===== src/source/systolic_pkg.sv =====
/* fixed 4x4 array of signed int8 operands with 32-bit sums; no other size is supported
   input beat i packs row i of A in the low half and column i of B in the high half */
package systolic_pkg;

    localparam int N          = 4;
    localparam int DATA_W     = 8;   // signed operands
    localparam int ACC_W      = 32;  // sixteen int8 products always fit
    localparam int WORD_W     = 64;  // stream word on both sides

    localparam int IN_BEATS   = N;
    localparam int OUT_BEATS  = N * N * ACC_W / WORD_W;
    // last operand pair lands in cell (N-1, N-1) on this step count
    localparam int FEED_STEPS = 3 * N - 2;

    localparam int BEAT_W     = $clog2(IN_BEATS);
    localparam int STEP_W     = $clog2(FEED_STEPS + 1);
    localparam int OUT_IDX_W  = $clog2(OUT_BEATS);

    // controller state encoding
    localparam int STATE_W = 3;
    localparam logic [STATE_W-1:0] ST_ACCEPT     = 3'd0;
    localparam logic [STATE_W-1:0] ST_CLEAR      = 3'd1;
    localparam logic [STATE_W-1:0] ST_FEED       = 3'd2;
    localparam logic [STATE_W-1:0] ST_SNAP       = 3'd3;
    localparam logic [STATE_W-1:0] ST_WAIT_DRAIN = 3'd4;

    // one operand per lane, lane 0 in the low byte
    typedef logic signed [N-1:0][DATA_W-1:0] lanes_t;

    // raw beat for the handshake side, operand view for the feeders
    typedef union packed {
        logic [WORD_W-1:0] raw;
        struct packed {
            lanes_t b_col;  // byte j is B[j][i]
            lanes_t a_row;  // byte j is A[i][j]
        } operands;
    } in_word_u;

endpackage


===== src/source/feed_if.sv =====
/* one instance per operand side; load and advance never occur in the same cycle
   lanes hold the skewed wavefront presented to the array edge */
interface feed_if;

    logic                                load;
    logic [systolic_pkg::BEAT_W-1:0]     beat;      // row of the holding store
    systolic_pkg::lanes_t                operands;
    logic                                advance;   // one wavefront step
    systolic_pkg::lanes_t                lanes;

    modport source (
        output load,
        output beat,
        output operands,
        output advance
    );

    modport feeder (
        input  load,
        input  beat,
        input  operands,
        input  advance,
        output lanes
    );

    modport sink (
        input lanes,
        input advance
    );

endinterface


===== src/source/operand_feeder.sv =====
/* beats must arrive in order 0..N-1; loading beat 0 restarts the wavefront
   lane k presents element j of the vector loaded at beat k during step j+k, zero otherwise */
module operand_feeder (
    input logic    clk,
    input logic    reset,
    feed_if.feeder feed
);

    systolic_pkg::lanes_t                store [systolic_pkg::N];  // one vector per lane
    systolic_pkg::lanes_t                lanes_q;
    systolic_pkg::lanes_t                next_lanes;
    logic [systolic_pkg::STEP_W-1:0]     step_q;   // step currently on the lanes

    always_ff @(posedge clk) begin
        if (feed.load) begin
            store[feed.beat] <= feed.operands;
        end
    end

    // wavefront for the step after the current one
    always_comb begin
        int elem;
        next_lanes = '0;
        for (int k = 0; k < systolic_pkg::N; k++) begin
            elem = int'(step_q) + 1 - k;
            if (elem >= 0 && elem < systolic_pkg::N) begin
                next_lanes[k] = store[k][elem];
            end
        end
    end

    always_ff @(posedge clk or posedge reset) begin
        if (reset) begin
            step_q  <= '0;
            lanes_q <= '0;
        end else if (feed.load && feed.beat == '0) begin
            step_q  <= '0;
            // step 0 only reaches lane 0, and its vector is the one arriving now
            lanes_q <= {{((systolic_pkg::N - 1) * systolic_pkg::DATA_W){1'b0}},
                        feed.operands[0]};
        end else if (feed.advance) begin
            step_q  <= step_q + 1'b1;
            lanes_q <= next_lanes;
        end
    end

    assign feed.lanes = lanes_q;

endmodule


===== src/flat_wrapper.sv =====
// flat-port wrapper written by rule: the top's interface ports become plain ports
module operand_feeder_flat 
  (clk, reset, feed_load, feed_beat, feed_operands, feed_advance, feed_lanes);
  feed_if feed_i ();
  input logic clk;
  input logic reset;
  input wire logic [$bits(feed_i.load)-1:0] feed_load;
  input wire logic [$bits(feed_i.beat)-1:0] feed_beat;
  input wire logic [$bits(feed_i.operands)-1:0] feed_operands;
  input wire logic [$bits(feed_i.advance)-1:0] feed_advance;
  output wire logic [$bits(feed_i.lanes)-1:0] feed_lanes;
  assign feed_i.load = feed_load;
  assign feed_i.beat = feed_beat;
  assign feed_i.operands = feed_operands;
  assign feed_i.advance = feed_advance;
  assign feed_lanes = feed_i.lanes;
  operand_feeder u_core (.clk(clk), .reset(reset), .feed(feed_i));
endmodule

===== config.mk =====
export PLATFORM = sky130hd
export DESIGN_NAME = operand_feeder_flat
export DESIGN_NICKNAME = d
export VERILOG_FILES = /design/src/source/systolic_pkg.sv /design/src/source/feed_if.sv /design/src/source/operand_feeder.sv /design/src/flat_wrapper.sv
export SDC_FILE = /design/constraint.sdc
export NUM_CORES = 1
export LEC_CHECK = 0
export BUFFER_PORTS_ARGS = -buffer_cell sky130_fd_sc_hd__clkbuf_2
export CAP_MARGIN = 20
export CORE_MARGIN = 10
export CORE_UTILIZATION = 48
export DETAILED_ROUTE_END_ITERATION = 10
export GPL_TIMING_DRIVEN = 0
export PLACE_DENSITY_LB_ADDON = 0.3
export RECOVER_POWER = 50
export SYNTH_ARGS = -nofsm -noshare
export SYNTH_HDL_FRONTEND = slang
export SYNTH_SLANG_ARGS = --single-unit

===== constraint.sdc =====
create_clock -name clk -period 4.7 [get_ports clk]
set_input_delay 0.47 -clock clk [delete_from_list [all_inputs] [get_ports clk]]
set_output_delay 0.47 -clock clk [all_outputs]
set_load 0.005 [all_outputs]

==> results.md <==
- Outcome: finished, violations left
- Failing checks: max-capacitance violations, max-slew violations
- Dominant cell type by area after synthesis: edfxtp_1
- Total GRT Usage: 16.00%
- Final setup fails: 0
- CTS root buffer: clkbuf_16
- Area contributors post-synth: edfxtp_1 60%, dfrtp_1 14%, mux4_2 11%, ha_1 1.4%, nand2_1 1.3%
- First-pass GRT wire length: 21430 µm
- Synth Cell Area: 6432 µm²
- Layout cells sized above 1: 25.11%
- Cell Rows: 42
- Antenna Violating Nets Remaining: 0
- Total Wirelength: 14150 µm
- Final setup TNS: 0 ns
- CP Depth: 15
- Vias: 3481
- Area occupied by multi-input gates: 1534 µm²
- Post-Synthesis Cells: 353
- Pins Over Slew Limit: 70
- DRT Pass-1 Iters: 4
- Yosys reg bits: 164
- Worst r2r src: u_core.step_q[0]
- Final period util: 92.42%
- Ys async rst share: 21.95%
- Worst path bufs/invs: 9
- CTS max path bufs: 2
- Crit path kind: reg2reg
- Synth cell types: 35
- ANT cells: 0
- R2R Path End: u_core.feed.lanes[16]
- RSZ-0062 raised after global routing: no
- Min cycle time layout: 4.344 ns
- Max-cap viol count: 2
- I/O pin count: 70
- Delay-heaviest family, CP: buffers and inverters
- # DRC: 0
- Hold Path Class: in2reg
- Fmax: 230.2 MHz
- Clock Skew: 0.007806 ns
- Top-area cell type share of the netlist area: 59.75%
- Register area: 4745 µm²
- Fillers: 1021
- Core Area: 13190 µm²
- Vias/cell: 5.491
- Post-Syn Nets: 398
- Synth top cells by count: 128 x edfxtp_1, 36 x dfrtp_1, 32 x mux4_2
- Cell Pwr Density: 622.3 nW/µm²
- Grt ovf: 0
- CTS tree: yes
- Worst rel slew slack: -10.85%
- # nets final: 490
- Crit end category: flop
- Initial antenna violation count: 0
- Ys flop type: edfxtp_1
- Port buffer count: 69
- Clk_lat worst skew: 0.43 ns
- 1st-iter DRT viols: 224
- Die Width: 135.8 µm
- Initial Utilization: 48.77%
- Largest stage delay, worst path: 0.54 ns
- Leakage dissipation: 0.002834 µW
- Worst path slowest cell: clkdlybuf4s15_2
- DP HPWL: 9311 µm
- Maximum number of pins on one net before global-route repair: 37
- Die footprint: 18430 µm²
- CTS Buf Count: 17
- Min Hold Slack: 0.3304 ns
- Crit-path cells: buf_4 -> buf_4 -> buf_2 -> inv_1 -> ha_1 -> buf_2 -> buf_2 -> clkdlybuf4s15_2 -> inv_1 -> ha_1 -> nor2_1 -> nand4_1 -> a211oi_4 -> buf_4 -> a22o_1
- WP data arrival: 4.71 ns
- Area growth, synth to finish: 18.44%
- Worst vdd ir: 0.3529 mV
- Startpoint types: flop
- Die Y: 135.8 µm
- Avg WL per Cell: 22.31 µm
- Hold Crit Start: feed_operands[12]
- Hold endpoint: u_core.store[1][12]
- Number of cells on the worst reg-to-reg path: 15
- Post-synth EDFFs: 128
- Top-count cell post-synth: edfxtp_1
- Crit-path max FO: 10
- Clock-pin slew on the worst setup and hold paths: 0.06 ns
- Synth warnings: 0
- Sequential-to-total area share from yosys stat: 73.76%
- Final GP Congestion: 0.7951
- H-tree levels: 4
- Hold path cells: 1
- Vias in the first global route: 3633
- Post-CTS Hold Fix Bufs: 0
- Fin. Hold Viols: 0
- CTS sink cnt: 164
- Synthesized area per cell: 18.22 µm²
- Critical Path RT: 5.07 ns
- Tightest Pin Transition: 1.663 ns
- R2R setup slack: 0.36 ns
==> power by group <==
| part | total [µW] | switching [µW] | internal [µW] |
|---|---|---|---|
| combinational | 1570 | 840 | 730 |
| clock | 1340 | 503 | 836 |
| sequential | 1830 | 91.5 | 1740 |
| total | 4740 | 1430 | 3310 |
==> registers in the layout, summed over array words and instances, names as in the netlist <==
register / cells
u_core.store: 128
u_core.feed.lanes: 32
u_core.step_q: 4
==> cells in the final DEF (no fill, tap or decap), types with 2 or more instances in the layout <==
master       n
mux4_2      32
nand2_1     22
ha_1         7
a21oi_1      9
inv_1       21
clkbuf_2    35
nor2_1      18
buf_2        6
xnor2_1      4
nand3_1      2
o31ai_1      8
nor2b_1      8
clkbuf_8     4
clkinv_2     3
bufinv_16    2
clkbuf_1    46
o21ai_0      8
a22o_1       8
buf_4        4
buf_16       2
clkbuf_16   17
a31oi_1      8
edfxtp_1   128
xnor3_1      2
or3b_2       2
dfrtp_1     36
==> timing repair <==
action | in CTS | in global routing
pin swaps | 0 | 1
setup buffers | 0 | 2
endpoints found under the setup margin | 8 | 8
resized for setup | 2 | 0
hold endpoints to repair | 0 | 0
==> logic make-up (layout without fill, tap and decap cells) <==
| logic type | after synthesis | count (layout) | synth area share (%) |
|---|---|---|---|
| xor gates and xnor gates | 8 | 8 | 1.634 |
| muxes | 32 | 32 | 11.20 |
| adders and majority gates | 7 | 7 | 1.362 |
| AOI/OAI and AO/OA | 47 | 47 | 5.349 |
| buffers and inverters | 37 | 142 | 2.509 |
| DFF | 164 | 164 | 73.76 |
| and+or+nand+nor | 58 | 58 | 4.182 |
==> final cells by class <==
cell class	instances	area share [%]
multi-input cells	152	20.13
inverters	21	1.035
plain buffers	16	1.182
clock buffers	27	6.602
flip-flops and latches	164	62.28
repair buffers	73	4.894
well taps	176	2.890
clock inverters	5	0.9854
==> per-stage QoR <==
step | power [µW] | utilization, % | setup slack (ns) | area, µm² | instances
after CTS | 4770 | 57.98 | 0.1268 | 7647 | 632
after floorplan | 2916 | - | 1.394 | 6432 | 353
final | 4741 | 57.76 | 0.3562 | 7619 | 634
after detailed placement | 3429 | 53.54 | -0.1148 | 7062 | 600
after global placement | 3390 | 53.05 | -0.07637 | 6998 | 598
after global routing | 4973 | 57.76 | 0.09291 | 7619 | 634
==> how the worst max path moves through the flow <==
stage                                 from                    end  slack [ns]
after floorplan           u_core.step_q[0]  u_core.feed.lanes[16]        1.39
after global placement    u_core.step_q[0]  u_core.feed.lanes[16]       -0.08
after detailed placement  u_core.step_q[0]  u_core.feed.lanes[20]       -0.11
after CTS                 u_core.step_q[0]  u_core.feed.lanes[19]        0.13
after global routing      u_core.step_q[0]  u_core.feed.lanes[21]        0.09
final                     u_core.step_q[0]  u_core.feed.lanes[16]        0.36
==> layer usage <==
layer | vias to the layer above | track usage [%] | part of all wire (%)
li1 | 1557 | - | -
met1 | 1789 | 19.68 | 40
met2 | 114 | 26.43 | 52
met3 | 21 | 3.561 | 6.2
met4 | 0 | 7.297 | 1.8
met5 | - | 0 | 0
Power figures use the tool's default switching activity.
