## src/source/systolic_pkg.sv

```systemverilog
/* fixed 4x4 array of signed int8 operands with 32-bit sums; no other size is supported
   input beat i packs row i of A in the low half and column i of B in the high half */
package systolic_pkg;

    localparam int N          = 4;
    localparam int DATA_W     = 8;   // signed operands
    localparam int ACC_W      = 32;  // sixteen int8 products always fit
    localparam int WORD_W     = 64;  // stream word on both sides

    localparam int IN_BEATS   = N;
    localparam int OUT_BEATS  = N * N * ACC_W / WORD_W;
    // last operand pair lands in cell (N-1, N-1) on this step count
    localparam int FEED_STEPS = 3 * N - 2;

    localparam int BEAT_W     = $clog2(IN_BEATS);
    localparam int STEP_W     = $clog2(FEED_STEPS + 1);
    localparam int OUT_IDX_W  = $clog2(OUT_BEATS);

    // controller state encoding
    localparam int STATE_W = 3;
    localparam logic [STATE_W-1:0] ST_ACCEPT     = 3'd0;
    localparam logic [STATE_W-1:0] ST_CLEAR      = 3'd1;
    localparam logic [STATE_W-1:0] ST_FEED       = 3'd2;
    localparam logic [STATE_W-1:0] ST_SNAP       = 3'd3;
    localparam logic [STATE_W-1:0] ST_WAIT_DRAIN = 3'd4;

    // one operand per lane, lane 0 in the low byte
    typedef logic signed [N-1:0][DATA_W-1:0] lanes_t;

    // raw beat for the handshake side, operand view for the feeders
    typedef union packed {
        logic [WORD_W-1:0] raw;
        struct packed {
            lanes_t b_col;  // byte j is B[j][i]
            lanes_t a_row;  // byte j is A[i][j]
        } operands;
    } in_word_u;

endpackage

```

## src/source/result_unloader.sv

```systemverilog
/* word k carries sums 2k (low half) and 2k+1 (high half); data holds while out_ready_i is low
   snap_i must not arrive while a previous result is still draining */
module result_unloader (
    input  logic                                               clk,
    input  logic                                               reset,
    input  logic                                               snap_i,
    input  logic [systolic_pkg::N*systolic_pkg::N-1:0][systolic_pkg::ACC_W-1:0] sums_i,
    output logic                                               out_valid_o,
    output logic [systolic_pkg::WORD_W-1:0]                    out_data_o,
    input  logic                                               out_ready_i,
    output logic                                               drained_o
);

    // two row-major sums per word, so the sum vector maps straight onto the words
    logic [systolic_pkg::OUT_BEATS-1:0][systolic_pkg::WORD_W-1:0] words_q;
    logic [systolic_pkg::OUT_IDX_W-1:0]                           idx_q;
    logic                                                         valid_q;
    logic                                                         xfer;
    logic                                                         last_word;

    assign xfer      = valid_q && out_ready_i;
    assign last_word = idx_q == systolic_pkg::OUT_IDX_W'(systolic_pkg::OUT_BEATS - 1);

    always_ff @(posedge clk) begin
        if (snap_i) begin
            words_q <= sums_i;
        end
    end

    always_ff @(posedge clk or posedge reset) begin
        if (reset) begin
            valid_q <= 1'b0;
            idx_q   <= '0;
        end else if (snap_i) begin
            valid_q <= 1'b1;
            idx_q   <= '0;
        end else if (xfer) begin
            if (last_word) begin
                valid_q <= 1'b0;
                idx_q   <= '0;
            end else begin
                idx_q <= idx_q + 1'b1;
            end
        end
    end

    assign out_valid_o = valid_q;
    assign out_data_o  = words_q[idx_q];
    assign drained_o   = xfer && last_word;  // eighth word leaving

endmodule

```

## config.mk

```make
export PLATFORM = sky130hd
export DESIGN_NAME = result_unloader
export DESIGN_NICKNAME = d
export VERILOG_FILES = /design/src/source/systolic_pkg.sv /design/src/source/result_unloader.sv
export SDC_FILE = /design/constraint.sdc
export NUM_CORES = 1
export LEC_CHECK = 0
export BUFFER_PORTS_ARGS = -buffer_cell sky130_fd_sc_hd__buf_2
export CORE_MARGIN = 5
export CORE_UTILIZATION = 35
export DETAILED_ROUTE_END_ITERATION = 12
export PLACE_DENSITY_LB_ADDON = 0.08
export SLEW_MARGIN = 25
export SYNTH_ARGS = -nofsm -noshare
export SYNTH_HDL_FRONTEND = slang
export SYNTH_SLANG_ARGS = --single-unit
export TNS_END_PERCENT = 100
```

## constraint.sdc

```tcl
create_clock -name clk -period 2.1 [get_ports clk]
set_clock_uncertainty 0.1 [all_clocks]
set_input_delay 0.42 -clock clk [delete_from_list [all_inputs] [get_ports clk]]
set_output_delay 0.42 -clock clk [all_outputs]
set_load 0.05 [all_outputs]
```

==> results of run 1 <==
## cells in the mapped netlist
| cell | number | share of area (%) |
|---|---|---|
| mux4_1 | 12 | 1.6 |
| a21bo_2 | 3 | 0.15 |
| buf_2 | 6 | 0.15 |
| nand3_1 | 1 | 0.026 |
| and3_1 | 1 | 0.032 |
| mux4_2 | 116 | 13 |
| buf_6 | 3 | 0.17 |
| nand4b_1 | 1 | 0.045 |
| inv_1 | 1 | 0.019 |
| buf_12 | 9 | 0.92 |
| dfrtp_1 | 4 | 0.51 |
| a21oi_1 | 3 | 0.077 |
| clkbuf_1 | 17 | 0.33 |
| a21o_1 | 1 | 0.038 |
| nand2_1 | 1 | 0.019 |
| buf_1 | 1 | 0.019 |
| mux2_2 | 64 | 3.7 |
| edfxtp_1 | 512 | 79 |
| nand4bb_1 | 1 | 0.058 |
| ha_1 | 2 | 0.13 |
## stage by stage
step | instances | hold slack (ps)
3_3_place_gp | 2114 | 231
2_1_floorplan | 759 | 86.1
3_5_place_dp | 2114 | 230
## cells by family after synthesis
logic type / share of synthesized area (%)
buf+inv: 1.61
simple gates: 0.179
flops: 79.2
mux: 18.7
fa+ha+maj: 0.128
compound gates: 0.269
==> metrics.json, run 1 <==
{
  "cts_resized": 90,
  "die_y_um": 246,
  "cts-root-to-sink-buffers": 3,
  "synth_seq_cells": 516,
  "io_pins": 582,
  "rd_place_congestion": 0.775,
  "fp-row-count": 86,
  "syn_inst": 759,
  "cts.root.buffer_cell": "clkbuf_16",
  "mappedNetlistArea_um2": 19600,
  "avgSynthCellArea_um2": 25.8,
  "place_area_um2": 24300,
  "haltStage": "4_1_cts",
  "synth.net_count": 1277,
  "post_cts_buffers": 3,
  "start_util_pct": 35.4,
  "status": "stopped before the end",
  "synth_seq_area_share_pct": 79.2,
  "synth-warning-count": 0,
  "cts-buffers-inserted": 55,
  "buffer_ports.inserted": 581,
  "cts.sink_count": 516,
  "run.stop_error": "[ERROR RSZ-0060] Max buffer count reached.",
  "post_cts_hold_buffer_count": 444,
  "cts_h_tree_depth": 2,
  "synthDistinctLibCells": 20,
  "die_w_um": 246,
  "half_perimeter_wire_length_after_placement_um": 40400,
  "place_ws_ps": -267
}
==> inputs of run 2 (changes only) <==
--- a/config.mk
+++ b/config.mk
@@ -7,9 +7,9 @@
 export LEC_CHECK = 0
 export BUFFER_PORTS_ARGS = -buffer_cell sky130_fd_sc_hd__buf_2
 export CORE_MARGIN = 5
-export CORE_UTILIZATION = 35
+export CORE_UTILIZATION = 20
 export DETAILED_ROUTE_END_ITERATION = 12
-export PLACE_DENSITY_LB_ADDON = 0.08
+export PLACE_DENSITY_LB_ADDON = 0.15
 export SLEW_MARGIN = 25
 export SYNTH_ARGS = -nofsm -noshare
 export SYNTH_HDL_FRONTEND = slang
==> constraint.sdc (replaced) <==
create_clock -name clk -period 2.73 [get_ports clk]
set_clock_uncertainty 0.1 [all_clocks]
set_input_delay 0.546 -clock clk [delete_from_list [all_inputs] [get_ports clk]]
set_output_delay 0.546 -clock clk [all_outputs]
set_load 0.05 [all_outputs]
==> run 2 against run 1 <==
- the flow now finishes, with violations (setup timing)
- synthesized area is the same
- synthesized cell count is the same
==> metrics.json, run 2 <==
{
  "dr.pass1.iters": 5,
  "largest_register_ffs": 512,
  "cts.root.buffer_cell": "clkbuf_16",
  "grt_antenna_before_repair": 12,
  "critPathCaptureType": "primary output",
  "netlist_top_cells_area": "edfxtp_1 79%, mux4_2 13%, mux2_2 3.7%",
  "slew-limit-headroom_pct": 66.0,
  "dr.first_iter.drc_count": 604,
  "post-synth-top-count-cell": "edfxtp_1",
  "cts-root-to-sink-buffers": 3,
  "finish.utilization_pct": 33.9,
  "final-max-slew-violation-count": 0,
  "synthDistinctLibCells": 20,
  "final_min_period_over_clock_period_pct": 116,
  "ys.flop_type": "edfxtp_1",
  "timing.hold.worst.class": "in2reg",
  "max_flop_register": "words_q",
  "avgSynthCellArea_um2": 25.8,
  "start_util_pct": 20.2,
  "post-place-cells": 2654,
  "die_y_um": 323,
  "worst-slew-pin-transition_ps": 511,
  "final_common_cell": "buf_2",
  "buffer_ports.inserted": 581,
  "max_freq_ghz": 0.315,
  "finalHoldViolCount": 0,
  "worstSkewPairLatency_ps": 590,
  "half_perimeter_wire_length_after_placement_um": 46000,
  "powerDensity_nw_per_um2": 648,
  "timing.max_cap.violations": 0,
  "setup.worst_path.class": "reg2out",
  "async_reset_ff_share_pct": 0.775,
  "rd_place_congestion": 0.732,
  "first_global_vias": 14600,
  "synth-edff-count": 512,
  "hold_ws_ps": 80.6,
  "finalNonFillerCells": 3305,
  "ir_drop_v": 0.000423,
  "syn_inst": 759,
  "leakagePower_nw": 12.4,
  "synth_seq_cells": 516,
  "synth.net_count": 1277,
  "post-route-drc-count": 0,
  "place_area_um2": 24600,
  "cp-start-kind": "flop",
  "fp-row-count": 114,
  "fin_nets": 2495,
  "post_route_cells_drive_above_1_share_pct": 47.3,
  "finalSetupViolations": 65,
  "area_growth_synth_to_finish_pct": 68.0,
  "leftover_overflow_at_the_end_of_global_routing": 0,
  "synth_commonest_cells": "512 x edfxtp_1, 116 x mux4_2, 64 x mux2_2",
  "clock_tree_from_tritoncts": "yes",
  "post-layout-total-power_mw": 21.3,
  "status": "finished, violations left",
  "cts-buffers-inserted": 66,
  "drtAntennaViolNets": 0,
  "mappedNetlistArea_um2": 19600,
  "routed_wirelength_um": 65400,
  "cp_data_arrival_time_ps": 2530,
  "final_total_negative_setup_slack_ps": -23960,
  "synth_top_area_share_pct": 78.6,
  "grt_max_degree": 67,
  "fp.dieArea_um2": 104000,
  "mostFrequentLayoutCells": "515 x buf_2, 512 x edfxtp_1, 511 x dlygate4sd3_1",
  "clkTransAtPathRegs_ps": 50,
  "cts_h_tree_depth": 3,
  "routed_wire_length_per_instance_um": 19.8,
  "grt_setup_unrepaired": "true",
  "synth-warning-count": 0,
  "cts.sink_count": 516,
  "violations": "setup timing",
  "total_routing_usage_gr_pct": 11.9,
  "num_vias": 12700,
  "place_ws_ps": 98.7,
  "critPathRequiredTime_ps": 2080,
  "die_w_um": 323,
  "final.min_clock_period_ps": 3170,
  "setup_slack_ps": -445,
  "grt_pass1_wl_um": 91600,
  "drt-vias-per-instance": 3.83,
  "final_cell_area_um2": 32800,
  "nFillCells": 9294,
  "io_pins": 582,
  "synth_seq_area_share_pct": 79.2,
  "crit_path_max_fanout": 6,
  "core-area_um2": 96900,
  "area_leader_netlist": "edfxtp_1"
}
## run 2: cell counts after synthesis
No cell type changed its count.
## run 2: power by group
| group | internal (mW) | total, mW | leakage [nW] | switching, mW |
|---|---|---|---|---|
| registers | 9.42 | 9.60 | 5.05 | 0.181 |
| clock network | 5.18 | 8.43 | 1.02 | 3.25 |
| logic | 1.80 | 3.25 | 6.33 | 1.45 |
| total | 16.4 | 21.3 | 12.4 | 4.88 |
## run 2: final timing paths
path / from / end / slack [ps] / depth (start not counted)
worst max-delay path: idx_q[0] / out_data_o[34] / -440 / 7
min in group asynchronous: reset / out_valid_o / 340 / 3
worst min register to register: out_valid_o / out_valid_o / 580 / 1
worst max register to register: idx_q[0] / idx_q[0] / 580 / 10
max in group asynchronous: reset / idx_q[0] / 2020 / 3
worst min-delay path: sums_i[130] / words_q[130] / 80 / 1
## run 2: critical path, cell delays in order, from the launching register on
cell	delay [ps]
dfrtp_4	470
buf_12	160
buf_6	140
clkbuf_16	170
buf_4	140
mux4_2	410
mux2_4	280
buf_6	150
## run 2: repair_timing
| item | 4_1_cts | 5_1_grt |
|---|---|---|
| endpoints found under the hold margin | 514 | 0 |
| resized for setup | 20 | 266 |
| gates cloned | 0 | 7 |
| endpoints found under the setup margin | 65 | 65 |
| hold buffers | 511 | 0 |
| setup buffers | 0 | 14 |
## run 2: cells by family after synthesis
group | Yosys count | synth area share [%]
adders and majority gates | 2 | 0.128
AOI/OAI and AO/OA | 7 | 0.269
DFF | 516 | 79.2
muxes | 192 | 18.7
and+or+nand+nor | 5 | 0.179
buffers and inverters | 37 | 1.61
## run 2: cell type report
cell class | count | area (um2) | share of cell area [%]
clock inverter | 23 | 235 | 0.716
timing repair buffer | 1186 | 9770 | 29.7
sequential | 516 | 15500 | 47.1
tap | 1276 | 1600 | 4.86
multi-input combinational | 206 | 3890 | 11.9
clock buffer | 89 | 1840 | 5.61
antenna | 8 | 20.0 | 0.0609
inverter | 1 | 3.75 | 0.0114
## run 2: metal layers
layer  part of all wire (%)  GRT usage [%]
met1                     39           13.5
met2                     53           22.0
met3                    5.9           3.36
met4                    2.3           3.45
met5                  0.020              0
No activity file was read; power rests on OpenSTA's default activity.
