File: config.mk
export PLATFORM = sky130hd
export DESIGN_NAME = mm_controller_flat
export DESIGN_NICKNAME = d
export VERILOG_FILES = /design/src/source/systolic_pkg.sv /design/src/source/feed_if.sv /design/src/source/mm_controller.sv /design/src/flat_wrapper.sv
export SDC_FILE = /design/constraint.sdc
export NUM_CORES = 1
export LEC_CHECK = 0
export ABC_AREA = 1
export BUFFER_PORTS_ARGS = -buffer_cell sky130_fd_sc_hd__buf_2
export CAP_MARGIN = 20
export CORE_MARGIN = 3
export CORE_UTILIZATION = 31
export CTS_CLUSTER_DIAMETER = 100
export DETAILED_ROUTE_END_ITERATION = 10
export PLACE_DENSITY = 0.82
export SYNTH_ARGS = -nofsm -noshare
export SYNTH_HDL_FRONTEND = slang
export SYNTH_SLANG_ARGS = --single-unit
File: constraint.sdc
create_clock -name clk -period 1.4 [get_ports clk]
set_clock_uncertainty 0.1 [all_clocks]
set_input_delay 0.14 -clock clk [delete_from_list [all_inputs] [get_ports clk]]
set_output_delay 0.14 -clock clk [all_outputs]
set_load 0.02 [all_outputs]
File: src/source/systolic_pkg.sv
/* fixed 4x4 array of signed int8 operands with 32-bit sums; no other size is supported
   input beat i packs row i of A in the low half and column i of B in the high half */
package systolic_pkg;

    localparam int N          = 4;
    localparam int DATA_W     = 8;   // signed operands
    localparam int ACC_W      = 32;  // sixteen int8 products always fit
    localparam int WORD_W     = 64;  // stream word on both sides

    localparam int IN_BEATS   = N;
    localparam int OUT_BEATS  = N * N * ACC_W / WORD_W;
    // last operand pair lands in cell (N-1, N-1) on this step count
    localparam int FEED_STEPS = 3 * N - 2;

    localparam int BEAT_W     = $clog2(IN_BEATS);
    localparam int STEP_W     = $clog2(FEED_STEPS + 1);
    localparam int OUT_IDX_W  = $clog2(OUT_BEATS);

    // controller state encoding
    localparam int STATE_W = 3;
    localparam logic [STATE_W-1:0] ST_ACCEPT     = 3'd0;
    localparam logic [STATE_W-1:0] ST_CLEAR      = 3'd1;
    localparam logic [STATE_W-1:0] ST_FEED       = 3'd2;
    localparam logic [STATE_W-1:0] ST_SNAP       = 3'd3;
    localparam logic [STATE_W-1:0] ST_WAIT_DRAIN = 3'd4;

    // one operand per lane, lane 0 in the low byte
    typedef logic signed [N-1:0][DATA_W-1:0] lanes_t;

    // raw beat for the handshake side, operand view for the feeders
    typedef union packed {
        logic [WORD_W-1:0] raw;
        struct packed {
            lanes_t b_col;  // byte j is B[j][i]
            lanes_t a_row;  // byte j is A[i][j]
        } operands;
    } in_word_u;

endpackage

File: src/source/feed_if.sv
/* one instance per operand side; load and advance never occur in the same cycle
   lanes hold the skewed wavefront presented to the array edge */
interface feed_if;

    logic                                load;
    logic [systolic_pkg::BEAT_W-1:0]     beat;      // row of the holding store
    systolic_pkg::lanes_t                operands;
    logic                                advance;   // one wavefront step
    systolic_pkg::lanes_t                lanes;

    modport source (
        output load,
        output beat,
        output operands,
        output advance
    );

    modport feeder (
        input  load,
        input  beat,
        input  operands,
        input  advance,
        output lanes
    );

    modport sink (
        input lanes,
        input advance
    );

endinterface

File: src/source/mm_controller.sv
/* accepts IN_BEATS words, then clears, steps the array FEED_STEPS times and snapshots
   no new input is taken until the unloader reports the last output word */
module mm_controller (
    input  logic                            clk,
    input  logic                            reset,
    input  logic                            in_valid_i,
    input  logic [systolic_pkg::WORD_W-1:0] in_data_i,
    output logic                            in_ready_o,
    feed_if.source                          feed_a,
    feed_if.source                          feed_b,
    output logic                            clear_o,
    output logic                            snap_o,
    input  logic                            drained_i
);

    logic [systolic_pkg::STATE_W-1:0] state_q;
    logic [systolic_pkg::STATE_W-1:0] state_d;
    logic [systolic_pkg::BEAT_W-1:0]  beat_q;
    logic [systolic_pkg::STEP_W-1:0]  step_q;
    logic                             ready_q;
    logic                             accept;
    logic                             last_beat;
    logic                             last_step;
    systolic_pkg::in_word_u           in_word;

    assign in_word.raw = in_data_i;
    assign in_ready_o  = ready_q;
    assign accept      = in_valid_i && ready_q;
    assign last_beat   = beat_q == systolic_pkg::BEAT_W'(systolic_pkg::IN_BEATS - 1);
    assign last_step   = step_q == systolic_pkg::STEP_W'(systolic_pkg::FEED_STEPS - 1);

    // same beat goes to both feeders, each takes its own half
    assign feed_a.load     = accept;
    assign feed_a.beat     = beat_q;
    assign feed_a.operands = in_word.operands.a_row;
    assign feed_a.advance  = state_q == systolic_pkg::ST_FEED;
    assign feed_b.load     = accept;
    assign feed_b.beat     = beat_q;
    assign feed_b.operands = in_word.operands.b_col;
    assign feed_b.advance  = state_q == systolic_pkg::ST_FEED;

    assign clear_o = state_q == systolic_pkg::ST_CLEAR;
    assign snap_o  = state_q == systolic_pkg::ST_SNAP;

    always_comb begin
        state_d = state_q;
        case (state_q)
            systolic_pkg::ST_ACCEPT: begin
                if (accept && last_beat) begin
                    state_d = systolic_pkg::ST_CLEAR;
                end
            end
            systolic_pkg::ST_CLEAR: begin
                state_d = systolic_pkg::ST_FEED;
            end
            systolic_pkg::ST_FEED: begin
                if (last_step) begin
                    state_d = systolic_pkg::ST_SNAP;
                end
            end
            systolic_pkg::ST_SNAP: begin
                state_d = systolic_pkg::ST_WAIT_DRAIN;
            end
            systolic_pkg::ST_WAIT_DRAIN: begin
                if (drained_i) begin
                    state_d = systolic_pkg::ST_ACCEPT;
                end
            end
            default: begin
                state_d = systolic_pkg::ST_ACCEPT;
            end
        endcase
    end

    always_ff @(posedge clk or posedge reset) begin
        if (reset) begin
            state_q <= systolic_pkg::ST_ACCEPT;
            ready_q <= 1'b0;  // rises one cycle after reset
            beat_q  <= '0;
            step_q  <= '0;
        end else begin
            state_q <= state_d;
            ready_q <= state_d == systolic_pkg::ST_ACCEPT;
            if (accept) begin
                beat_q <= last_beat ? '0 : beat_q + 1'b1;
            end
            if (state_q == systolic_pkg::ST_FEED) begin
                step_q <= last_step ? '0 : step_q + 1'b1;
            end
        end
    end

endmodule

File: src/flat_wrapper.sv
// flat-port wrapper written by rule: the top's interface ports become plain ports
module mm_controller_flat 
  (clk, reset, in_valid_i, in_data_i, in_ready_o, clear_o, snap_o, drained_i, feed_a_load, feed_a_beat, feed_a_operands, feed_a_advance, feed_b_load, feed_b_beat, feed_b_operands, feed_b_advance);
  feed_if feed_a_i ();
  feed_if feed_b_i ();
  input  logic clk;
  input  logic reset;
  input  logic in_valid_i;
  input  logic [systolic_pkg::WORD_W-1:0] in_data_i;
  output logic in_ready_o;
  output logic clear_o;
  output logic snap_o;
  input  logic drained_i;
  output wire logic [$bits(feed_a_i.load)-1:0] feed_a_load;
  output wire logic [$bits(feed_a_i.beat)-1:0] feed_a_beat;
  output wire logic [$bits(feed_a_i.operands)-1:0] feed_a_operands;
  output wire logic [$bits(feed_a_i.advance)-1:0] feed_a_advance;
  output wire logic [$bits(feed_b_i.load)-1:0] feed_b_load;
  output wire logic [$bits(feed_b_i.beat)-1:0] feed_b_beat;
  output wire logic [$bits(feed_b_i.operands)-1:0] feed_b_operands;
  output wire logic [$bits(feed_b_i.advance)-1:0] feed_b_advance;
  assign feed_a_load = feed_a_i.load;
  assign feed_a_beat = feed_a_i.beat;
  assign feed_a_operands = feed_a_i.operands;
  assign feed_a_advance = feed_a_i.advance;
  assign feed_b_load = feed_b_i.load;
  assign feed_b_beat = feed_b_i.beat;
  assign feed_b_operands = feed_b_i.operands;
  assign feed_b_advance = feed_b_i.advance;
  mm_controller u_core (.clk(clk), .reset(reset), .in_valid_i(in_valid_i), .in_data_i(in_data_i), .in_ready_o(in_ready_o), .feed_a(feed_a_i), .feed_b(feed_b_i), .clear_o(clear_o), .snap_o(snap_o), .drained_i(drained_i));
endmodule
==> out/qor.txt, run 1 <==
fmax = 746.1 MHz
via count = 551
DP Worst Slack = 263.2 ps
dpl hpwl = 1.309 mm
Internal = 0.9139 mW
crit path max fanout = 3
Net Sw Frac = 45.04%
met2 WL = 760 µm
Power Total = 1.663 mW
Worst Path Required = 1160 ps
Rows = 20
sequential area share after synthesis = 23.89%
CTS Buf Count = 3
Die Y = 64.12 µm
sequential share of power = 33.1%
Slew HR = 73.41%
Top Layer Used = met4
setup TNS = 0 ps
CTS Buffer Depth = 2
share of layout cells above drive strength 1 = 39.13%
vias per inst = 4.051
DRT met1 WL = 561 µm
final hold viol count = 0
number of synthesized register bits = 10
Sw Pwr = 0.7491 mW
clock power share = 15.5%
HP Start = in_valid_i
n_diodes = 0
Nets = 162
die span in x = 64.12 µm
GRT Residual Overflow = 0
Crit path arrival time = 1100 ps
post-synth cell types = 18
mapped cell area = 1047 µm²
Initial Utilization = 33.48%
Worst-path clk slew = 70 ps
post-synthesis adder-cell area fraction = 1.195%
Slew Limit Fails = 0
Post-Synth Simple-Gate Area = 17.68%
drt first pass iters = 4
Avg Cell Area, Syn = 7.644 µm²
Clock Sinks = 10
crit path launch = u_core.state_q[2]
post-synth net total = 206
Die ar. = 4111 µm²
# setup viols final = 0
final setup margin = 59.69 ps
worst-skew pair later-pin latency = 260 ps
final wirelength = 1.715 mm
CTS root buf = clkbuf_4
number of global-route vias before repair = 578
main combinational cell family by area after synthesis = buffers and inverters
Layout fillers = 356
area grow syn2layout = -28.20%
Synth Warn # = 0
Worst VDD drop = 0.5173 mV
first-pass GRT wire length = 2.684 mm
RSZ-0062 raised after global routing = true
Critical R2R Launch = u_core.state_q[0]
Final Cycle Share = 95.74%
multiplexer area fraction after synthesis = 0%
Worst Setup Start Kind = register
WL per Instance = 12.61 µm
Leak = 0.4080 nW
ANT nets after route = 0
post-layout util = 24.04%
post-synthesis xor/xnor area fraction = 0.8363%
met3 WL = 281 µm
Crit. End Element = primary output
status = finished clean
post-synthesis compound-gate area fraction = 1.673%
routability cong. = 0.7067
Port Buffers = 14
Period minus WS final = 1340 ps
# IOs = 143
Worst Hold Class = in2reg
CTS tree = built
crit path kind = reg2out
gr usage total = 8.257%
Core Area = 3128 µm²
worst-margin pin slew = 398.5 ps
DRC Markers = 0
cell count after synthesis = 137
largest net degree at the start of global routing = 11
max-cap check violation count = 0
Starting DRT DRC Count = 15
Combinational Power Share = 51.4%
H-Tree Depth = 1
initial antenna violation count = 0
pwr dens = 2212 nW/µm²
## worst max-delay path, stage by stage (launching register included)
cell	delay [ps]
dfrtp_1	390
inv_2	100
nand2_1	70
nor2_2	120
buf_4	160
## layout make-up
type	instances	area, µm²	area share (%)
Sequential cell	10	251.5	33.44
Multi-Input combinational cell	43	226.5	30.12
Timing Repair Buffer	19	120.1	15.97
Inverter	16	62.56	8.319
Tap cell	44	55.05	7.321
Clock buffer	4	36.28	4.825
## synthesized netlist by cell type
cell type  number  share of area, %
nand3_4         1               1.7
nand3_1         4               1.9
nand4_1         1              0.60
xor2_1          1              0.84
inv_4           1              0.60
nand2_2         4               2.4
o21a_1          1              0.72
inv_2           3               1.1
ha_1            1               1.2
nand3_2         1              0.96
nand2_1        15               5.4
inv_1          11               3.9
nor2_2          2               1.2
buf_4          68                49
o21ai_0         2              0.96
clkinv_1        1              0.36
nor2_1         10               3.6
dfrtp_1        10                24
## stage by stage
stage	hold WS (ps)	area, µm²	std cells
detailed placement	40.77	661.9	127
CTS	58.51	730.7	134
global placement	32.73	661.9	127
floorplan	-119.8	1047	137
global route	109.3	752.0	136
finish	58.06	752.0	136
## worst paths after layout
path                       cells past startpoint  slack, ps                     to
min in group asynchronous                      3        300       u_core.step_q[2]
hold reg to reg                                2        440  u_core.feed_a.beat[1]
setup reg to reg                               7        220      u_core.in_ready_o
hold / removal                                 4         60  u_core.feed_a.beat[1]
max in group asynchronous                      3        590      u_core.state_q[1]
setup / recovery                               4         60                 snap_o
## what timing repair did
action	in CTS	in global routing
resized for setup	3	3
setup buffers	2	2
endpoints found under the setup margin	3	4
pin swaps	0	1
hold buffers	1	0
endpoints found under the hold margin	10	0
## metal layers
metal | global-route usage, % | vias up
li1 | - | 254
met1 | 7.527 | 233
met2 | 12.00 | 46
met3 | 6.503 | 18
met4 | 6.596 | 0
met5 | 0 | -
## power groups by stage
| stage | combinational (mW) | clock [mW] | sequential [mW] |
|---|---|---|---|
| 2_1_floorplan | 0.859 | 0 | 0.582 |
| 3_3_place_gp | 0.766 | 0 | 0.551 |
| 3_5_place_dp | 0.774 | 0 | 0.559 |
| 4_1_cts | 0.817 | 0.269 | 0.551 |
| 5_1_grt | 0.975 | 0.279 | 0.574 |
| 6_report | 0.855 | 0.257 | 0.550 |
## sequential cells by signal (all words and copies together) (netlist names)
name,flops
u_core.feed_a.beat,2
u_core.state_q,3
u_core.in_ready_o,1
u_core.step_q,4
## logic make-up after synthesis
kind of cell / after synthesis
and+or+nand+nor: 38
xor gates and xnor gates: 1
buffers and inverters: 84
AOI/OAI and AO/OA: 3
adders and majority gates: 1
DFF: 10
## layout by cell type (no fill, tap or decap), drive strengths merged
master and n:
nand3 6, dlygate4sd3 1, nand2 19, nand4 1, ha 1, o21a 1, xor2 1, nor2 12
inv 15, o21ai 2, clkinv 1, clkbuf 4, buf 18, dfrtp 10
Power figures use the tool's default switching activity.
==> run 2: changes to the inputs <==
- ABC_AREA: 1 -> not set
- ABC_CLOCK_PERIOD_IN_PS: not set -> 1400
- CORE_UTILIZATION: 31 -> 30
- PLACE_DENSITY: 0.82 -> 0.81
==> out/qor.txt, run 2 <==
initial antenna violation count = 0 (unchanged)
DP Area = 636.9 µm² (-3.8%)
clock power share = 10.8% (-4.7 points)
Nets = 135 (-17%)
post-layout util = 24.40% (+0.36 points)
H-Tree Depth = 1 (unchanged)
max-cap check violation count = 0 (unchanged)
final wirelength = 1.452 mm (-15%)
share of layout cells above drive strength 1 = 46.88% (+7.7 points)
vias per inst = 4.194 (+3.5%)
dpl hpwl = 1.086 mm (-17%)
post-synthesis compound-gate area fraction = 4.135% (+2.5 points)
async set or reset register ratio after synthesis = 100.0% (unchanged)
Crit path arrival time = 1490 ps (+390 ps)
largest area contributor in the synthesized netlist = buf_4
main combinational cell family by area after synthesis = buffers and inverters
final setup margin = -48.65 ps (-108.3 ps)
die span in x = 63.69 µm (-0.67%)
Final Cycle Share = 103.5% (+7.7 points)
largest register by flop count = u_core.step_q
pwr dens = 2269 nW/µm² (+2.6%)
status = finished, violations left
RR Endpoint = u_core.in_ready_o
Crit. End Element = register
Slew Limit Fails = 0 (unchanged)
number of synthesized register bits = 10 (unchanged)
commonest non-fill, non-tap cells in the layout = buf_2, dfrtp_1, buf_6
cell count after synthesis = 110 (-20%)
crit path max fanout = 3 (unchanged)
Commonest cells post-synth = buf_4, dfrtp_1, nor3_1
top-count cell post-synth = buf_4
number of global-route vias before repair = 479 (-17%)
Critical R2R Launch = u_core.state_q[0]
Slew HR = 73.99% (+0.58 points)
HP Start = drained_i
Die ar. = 4056 µm² (-1.3%)
routability cong. = 0.8508 (+20%)
worst-skew pair later-pin latency = 250 ps (about the same)
area grow syn2layout = -24.19%
Die Y = 63.69 µm (-0.67%)
failing checks = negative setup slack
post-synth top area share = 51.13% (+2.4 points)
# IOs = 143 (unchanged)
Worst Path Required = 1440 ps (+280 ps)
via count = 453 (-18%)
Synth Warn # = 0 (unchanged)
crit path kind = reg2reg
commonest non-fill, non-tap cell in the layout = buf_2
Net Sw Frac = 41.57% (-3.5 points)
Initial Utilization = 32.18% (-1.3 points)
first-pass GRT wire length = 2.249 mm (-16%)
DRC Markers = 0 (unchanged)
WL per Instance = 13.44 µm (+6.6%)
fmax = 690.3 MHz (-7.5%)
# setup viols final = 4 (+4)
Min-Delay Endpoint = u_core.state_q[2]
Port Buffers = 14 (unchanged)
RSZ-0062 raised after global routing = true
Hold Crit Depth = 3 (-1)
fin area = 757.0 µm² (+0.67%)
Combinational Power Share = 55.6% (+4.2 points)
post-synth net total = 179 (-13%)
post-synthesis xor/xnor area fraction = 1.754% (+0.92 points)
Main synth FF type = dfrtp_1
sequential area share after synthesis = 25.06% (+1.2 points)
CTS Buffer Depth = 2 (unchanged)
setup TNS = -122.8 ps (-122.8 ps)
mapped cell area = 998.5 µm² (-4.7%)
Core Area = 3103 µm² (-0.80%)
ANT nets after route = 0 (unchanged)
DP Worst Slack = 27.82 ps (-235.4 ps)
Clock Sinks = 10 (unchanged)
Worst Setup Start Kind = register
Worst-path clk slew = 60 ps (about the same)
CTS root buf = clkbuf_4
sequential share of power = 33.6% (+0.5 points)
number of flip-flops in the largest register = 4 (unchanged)
Internal = 1.003 mW (+9.8%)
gr usage total = 7.435% (-0.82 points)
Synth area leaders = buf_4, dfrtp_1, and3b_1
Worst R2R Path Depth = 4 (-3)
post-synthesis adder-cell area fraction = 1.253% (+0.058 points)
R2R Setup Slk = -50 ps (-270 ps)
Starting DRT DRC Count = 10 (-5)
GRT Residual Overflow = 0 (unchanged)
Sw Pwr = 0.7140 mW (-4.7%)
Post-Synth Simple-Gate Area = 14.29% (-3.4 points)
multiplexer area fraction after synthesis = 1.128% (+1.1 points)
Worst Hold Class = in2reg
Rows = 20 (unchanged)
worst-margin pin slew = 389.7 ps (-8.721 ps)
n_diodes = 0 (unchanged)
Post-synth EDFFs = 0 (unchanged)
drt first pass iters = 4 (unchanged)
Leak = 0.3416 nW (-16%)
CTS tree = built
final hold viol count = 0 (unchanged)
Worst VDD drop = 0.6439 mV (+24%)
largest net degree at the start of global routing = 11 (unchanged)
Power Total = 1.718 mW (+3.3%)
Period minus WS final = 1449 ps (+108.3 ps)
Avg Cell Area, Syn = 9.077 µm² (+19%)
post-synth cell types = 27 (+9)
CTS Buf Count = 3 (unchanged)
-- run 2: logic make-up (layout without fill, tap and decap cells) --
kind of cell | Yosys count | after routing
AND/OR/NAND/NOR | 19 | 19
flip-flops | 10 | 10
buffers and inverters | 71 | 25
AO/OA/AOI/OAI | 6 | 6
multiplexers | 1 | 1
XOR/XNOR | 2 | 2
adder cells (fa/ha/maj) | 1 | 1
-- run 2: final cells by class --
class / count / area, µm²
Fill cell: 351 / 2346
Multi-Input combinational cell: 29 / 270.3
Sequential cell: 10 / 251.5
Timing Repair Buffer: 20 / 150.1
Tap cell: 44 / 55.05
Clock buffer: 3 / 22.52
Inverter: 2 / 7.507
-- run 2: what timing repair did --
item | CTS | global route
setup endpoints to repair | 4 | 9
hold buffers | 1 | 0
pin swaps | 2 | 1
gates resized for setup | 9 | 9
buffers inserted | 2 | 0
hold endpoints to repair | 10 | 0
-- run 2: power by group through the flow --
stage          logic, mW  registers, mW  clock network, mW
2_1_floorplan      0.833          0.591                  0
3_3_place_gp       0.758          0.554                  0
3_5_place_dp       0.779          0.565                  0
4_1_cts            0.897          0.563              0.197
5_1_grt             1.04          0.604              0.215
6_report           0.955          0.577              0.185
-- run 2: worst max-delay path by stage --
stage,startpoint,endpoint,slack [ps],cells past startpoint
2_1_floorplan,u_core.state_q[2],u_core.state_q[1],40,2
3_3_place_gp,u_core.state_q[2],u_core.step_q[3],100,3
3_5_place_dp,u_core.state_q[2],u_core.step_q[3],30,3
4_1_cts,u_core.state_q[0],feed_a_advance,-70,3
5_1_grt,u_core.state_q[0],feed_a_advance,-110,3
6_report,u_core.state_q[0],u_core.in_ready_o,-50,4
-- run 2: metal layers --
metal	track usage (%)	wire [µm]	vias up
li1	-	-	198
met2	8.475	570	23
met4	9.704	172	0
met5	0	0	-
met3	5.704	209	32
met1	7.291	500	200
-- run 2: per-stage QoR --
step / hold slack [ps] / std cells
2_1_floorplan: -119.8 / 110
3_3_place_gp: 33.42 / 102
3_5_place_dp: 46.79 / 102
4_1_cts: 55.62 / 108
5_1_grt: 76.62 / 108
6_report: 64.46 / 108
-- run 2: critical path: stages, from the launching register on --
cell	delay, ps
dfrtp_1	390
buf_4	150
or4b_1	530
o21ai_1	100
nor3b_1	70
==> run 3: changes to the inputs <==
- CORE_MARGIN: 3 -> 1
==> out/qor.txt, run 3 (same netlist as run 2, synthesis figures left out) <==
commonest non-fill, non-tap cell in the layout = buf_2
largest net degree at the start of global routing = 11 (unchanged)
# setup viols final = 3 (-1)
CTS Buf Count = 3 (unchanged)
pwr dens = 2351 nW/µm² (+3.6%)
Crit. End Element = primary output
drt first pass iters = 2 (-2)
CTS root buf = clkbuf_4
dpl hpwl = 1.002 mm (-7.7%)
first-pass GRT wire length = 2.277 mm (+1.2%)
worst-margin pin slew = 390.2 ps (+0.4954 ps)
Worst Setup Start Kind = register
WL per Instance = 13.73 µm (+2.1%)
crit path kind = reg2out
commonest non-fill, non-tap cells in the layout = buf_2, dfrtp_1, buf_6
Hold Crit Depth = 3 (unchanged)
largest register by flop count = u_core.step_q
Buf+Inv Stages, Crit Path = 2 (+1)
Slew Limit Fails = 0 (unchanged)
CTS tree = built
Worst-path clk slew = 80 ps (+20 ps)
Worst VDD drop = 0.6468 mV (+0.45%)
status = finished, violations left
# IOs = 143 (unchanged)
HP Start = drained_i
gr usage total = 8.897% (+1.5 points)
Rows = 20 (unchanged)
ordered cell list for the critical path = buf_6 -> nor3b_4 -> buf_6
Power Total = 1.865 mW (+8.6%)
Internal = 1.081 mW (+7.7%)
Starting DRT DRC Count = 6 (-4)
fmax = 683.2 MHz (-1.0%)
CTS Buffer Depth = 2 (unchanged)
Worst Hold Class = in2reg
Slowest cell on crit path = dfrtp_1
CP dominant cell by count = buf_6
Min-Delay Endpoint = u_core.state_q[2]
Slew HR = 73.96% (about the same)
Initial Utilization = 32.18% (unchanged)
via count = 474 (+4.6%)
Net Sw Frac = 42.06% (+0.49 points)
delay-heaviest family, CP = flip-flops
Layout fillers = 348 (-0.85%)
DP Area = 636.9 µm² (unchanged)
crit path max fanout = 4 (+1)
routability cong. = 0.7735 (-9.1%)
Die Y = 59.69 µm (-6.3%)
Clock Sinks = 10 (unchanged)
Port Buffers = 14 (unchanged)
failing checks = negative setup slack
H-Tree Depth = 1 (unchanged)
Final Cycle Share = 104.6% (+1.1 points)
fin area = 793.3 µm² (+4.8%)
Nets = 136 (+0.74%)
sequential share of power = 31.9% (-1.7 points)
initial antenna violation count = 0 (unchanged)
Worst Path Required = 1160 ps (-280 ps)
final hold viol count = 0 (unchanged)
die span in x = 59.69 µm (-6.3%)
max incr delay on CP = 410 ps (-120 ps)
Combinational Power Share = 53.6% (-2.0 points)
GRT Residual Overflow = 0 (unchanged)
RSZ-0062 raised after global routing = true
number of global-route vias before repair = 469 (-2.1%)
Worst R2R Path Depth = 5 (+1)
number of flip-flops in the largest register = 4 (unchanged)
clock power share = 14.5% (+3.7 points)
Sw Pwr = 0.7846 mW (+9.9%)
n_diodes = 0 (unchanged)
DRC Markers = 0 (unchanged)
RR Endpoint = u_core.step_q[2]
share of layout cells above drive strength 1 = 53.03% (+6.2 points)
Leak = 0.3610 nW (+5.7%)
final wirelength = 1.510 mm (+4.0%)
Crit path arrival time = 1220 ps (-270 ps)
area grow syn2layout = -20.55%
vias per inst = 4.309 (+2.7%)
Period minus WS final = 1464 ps (+15.11 ps)
ANT nets after route = 0 (unchanged)
Core Area = 3103 µm² (unchanged)
R2R Setup Slk = 0 ps (+50 ps)
final setup margin = -63.77 ps (-15.11 ps)
Die ar. = 3563 µm² (-12%)
max-cap check violation count = 0 (unchanged)
worst-skew pair later-pin latency = 280 ps (+30 ps)
Critical R2R Launch = u_core.state_q[0]
DP Worst Slack = 43.25 ps (+15.43 ps)
==> run 3: layer usage <==
layer | vias up | track usage [%] | share of wire (%)
met5 | - | 0 | 0
met4 | 0 | 8.638 | 5.6
met3 | 21 | 6.494 | 15
met2 | 30 | 11.27 | 43
met1 | 224 | 9.237 | 36
li1 | 199 | - | -
==> run 3: cell type report <==
cell class | count | area [µm²] | share of cell area [%]
Tap cell | 44 | 55.05 | 6.940
Inverter | 2 | 7.507 | 0.9464
Clock buffer | 4 | 36.28 | 4.574
Timing Repair Buffer | 21 | 157.7 | 19.87
Sequential cell | 10 | 251.5 | 31.70
Multi-Input combinational cell | 29 | 285.3 | 35.96
==> run 3: worst max path at each step <==
| stage | startpoint | end | slack, ps | depth (start not counted) |
|---|---|---|---|---|
| 3_3_place_gp | u_core.state_q[2] | u_core.step_q[3] | 110 | 3 |
| 5_1_grt | u_core.state_q[0] | feed_b_advance | -120 | 3 |
| 3_5_place_dp | u_core.state_q[2] | u_core.step_q[3] | 40 | 3 |
| 4_1_cts | u_core.state_q[0] | feed_a_advance | -100 | 3 |
| 6_report | u_core.state_q[0] | feed_a_advance | -60 | 3 |
| 2_1_floorplan | u_core.state_q[2] | u_core.state_q[1] | 40 | 2 |
==> run 3: tightest hold or removal path, delay by kind of cell <==
family | cells | cell delay, ps
AND/OR/NAND/NOR | 2 | 170
buffers and inverters | 1 | 70
==> run 3: through the flow <==
stage | utilization [%] | cells | hold slack, ps | TNS [ps]
final | 25.56 | 110 | 37.81 | -134.5
after global routing | 25.56 | 110 | 50.59 | -435.9
after CTS | 24.19 | 109 | 34.53 | -272.0
after detailed placement | 20.52 | 102 | 43.91 | 0
after global placement | 20.52 | 102 | 27.46 | 0
after floorplan | - | 110 | -119.8 | 0
==> run 3: power groups by stage <==
stage | clock network (mW) | registers (mW) | logic [mW]
6_report | 0.271 | 0.594 | 0.999
5_1_grt | 0.297 | 0.615 | 1.08
4_1_cts | 0.277 | 0.575 | 0.925
3_5_place_dp | 0 | 0.566 | 0.788
3_3_place_gp | 0 | 0.555 | 0.753
2_1_floorplan | 0 | 0.591 | 0.833
==> run 3: what timing repair did <==
action | in CTS | in global routing
pin swaps | 4 | 2
hold buffers | 1 | 0
buffers inserted | 2 | 1
setup endpoints to repair | 4 | 9
cloned | 0 | 0
endpoints found under the hold margin | 10 | 0
gates resized for setup | 16 | 5
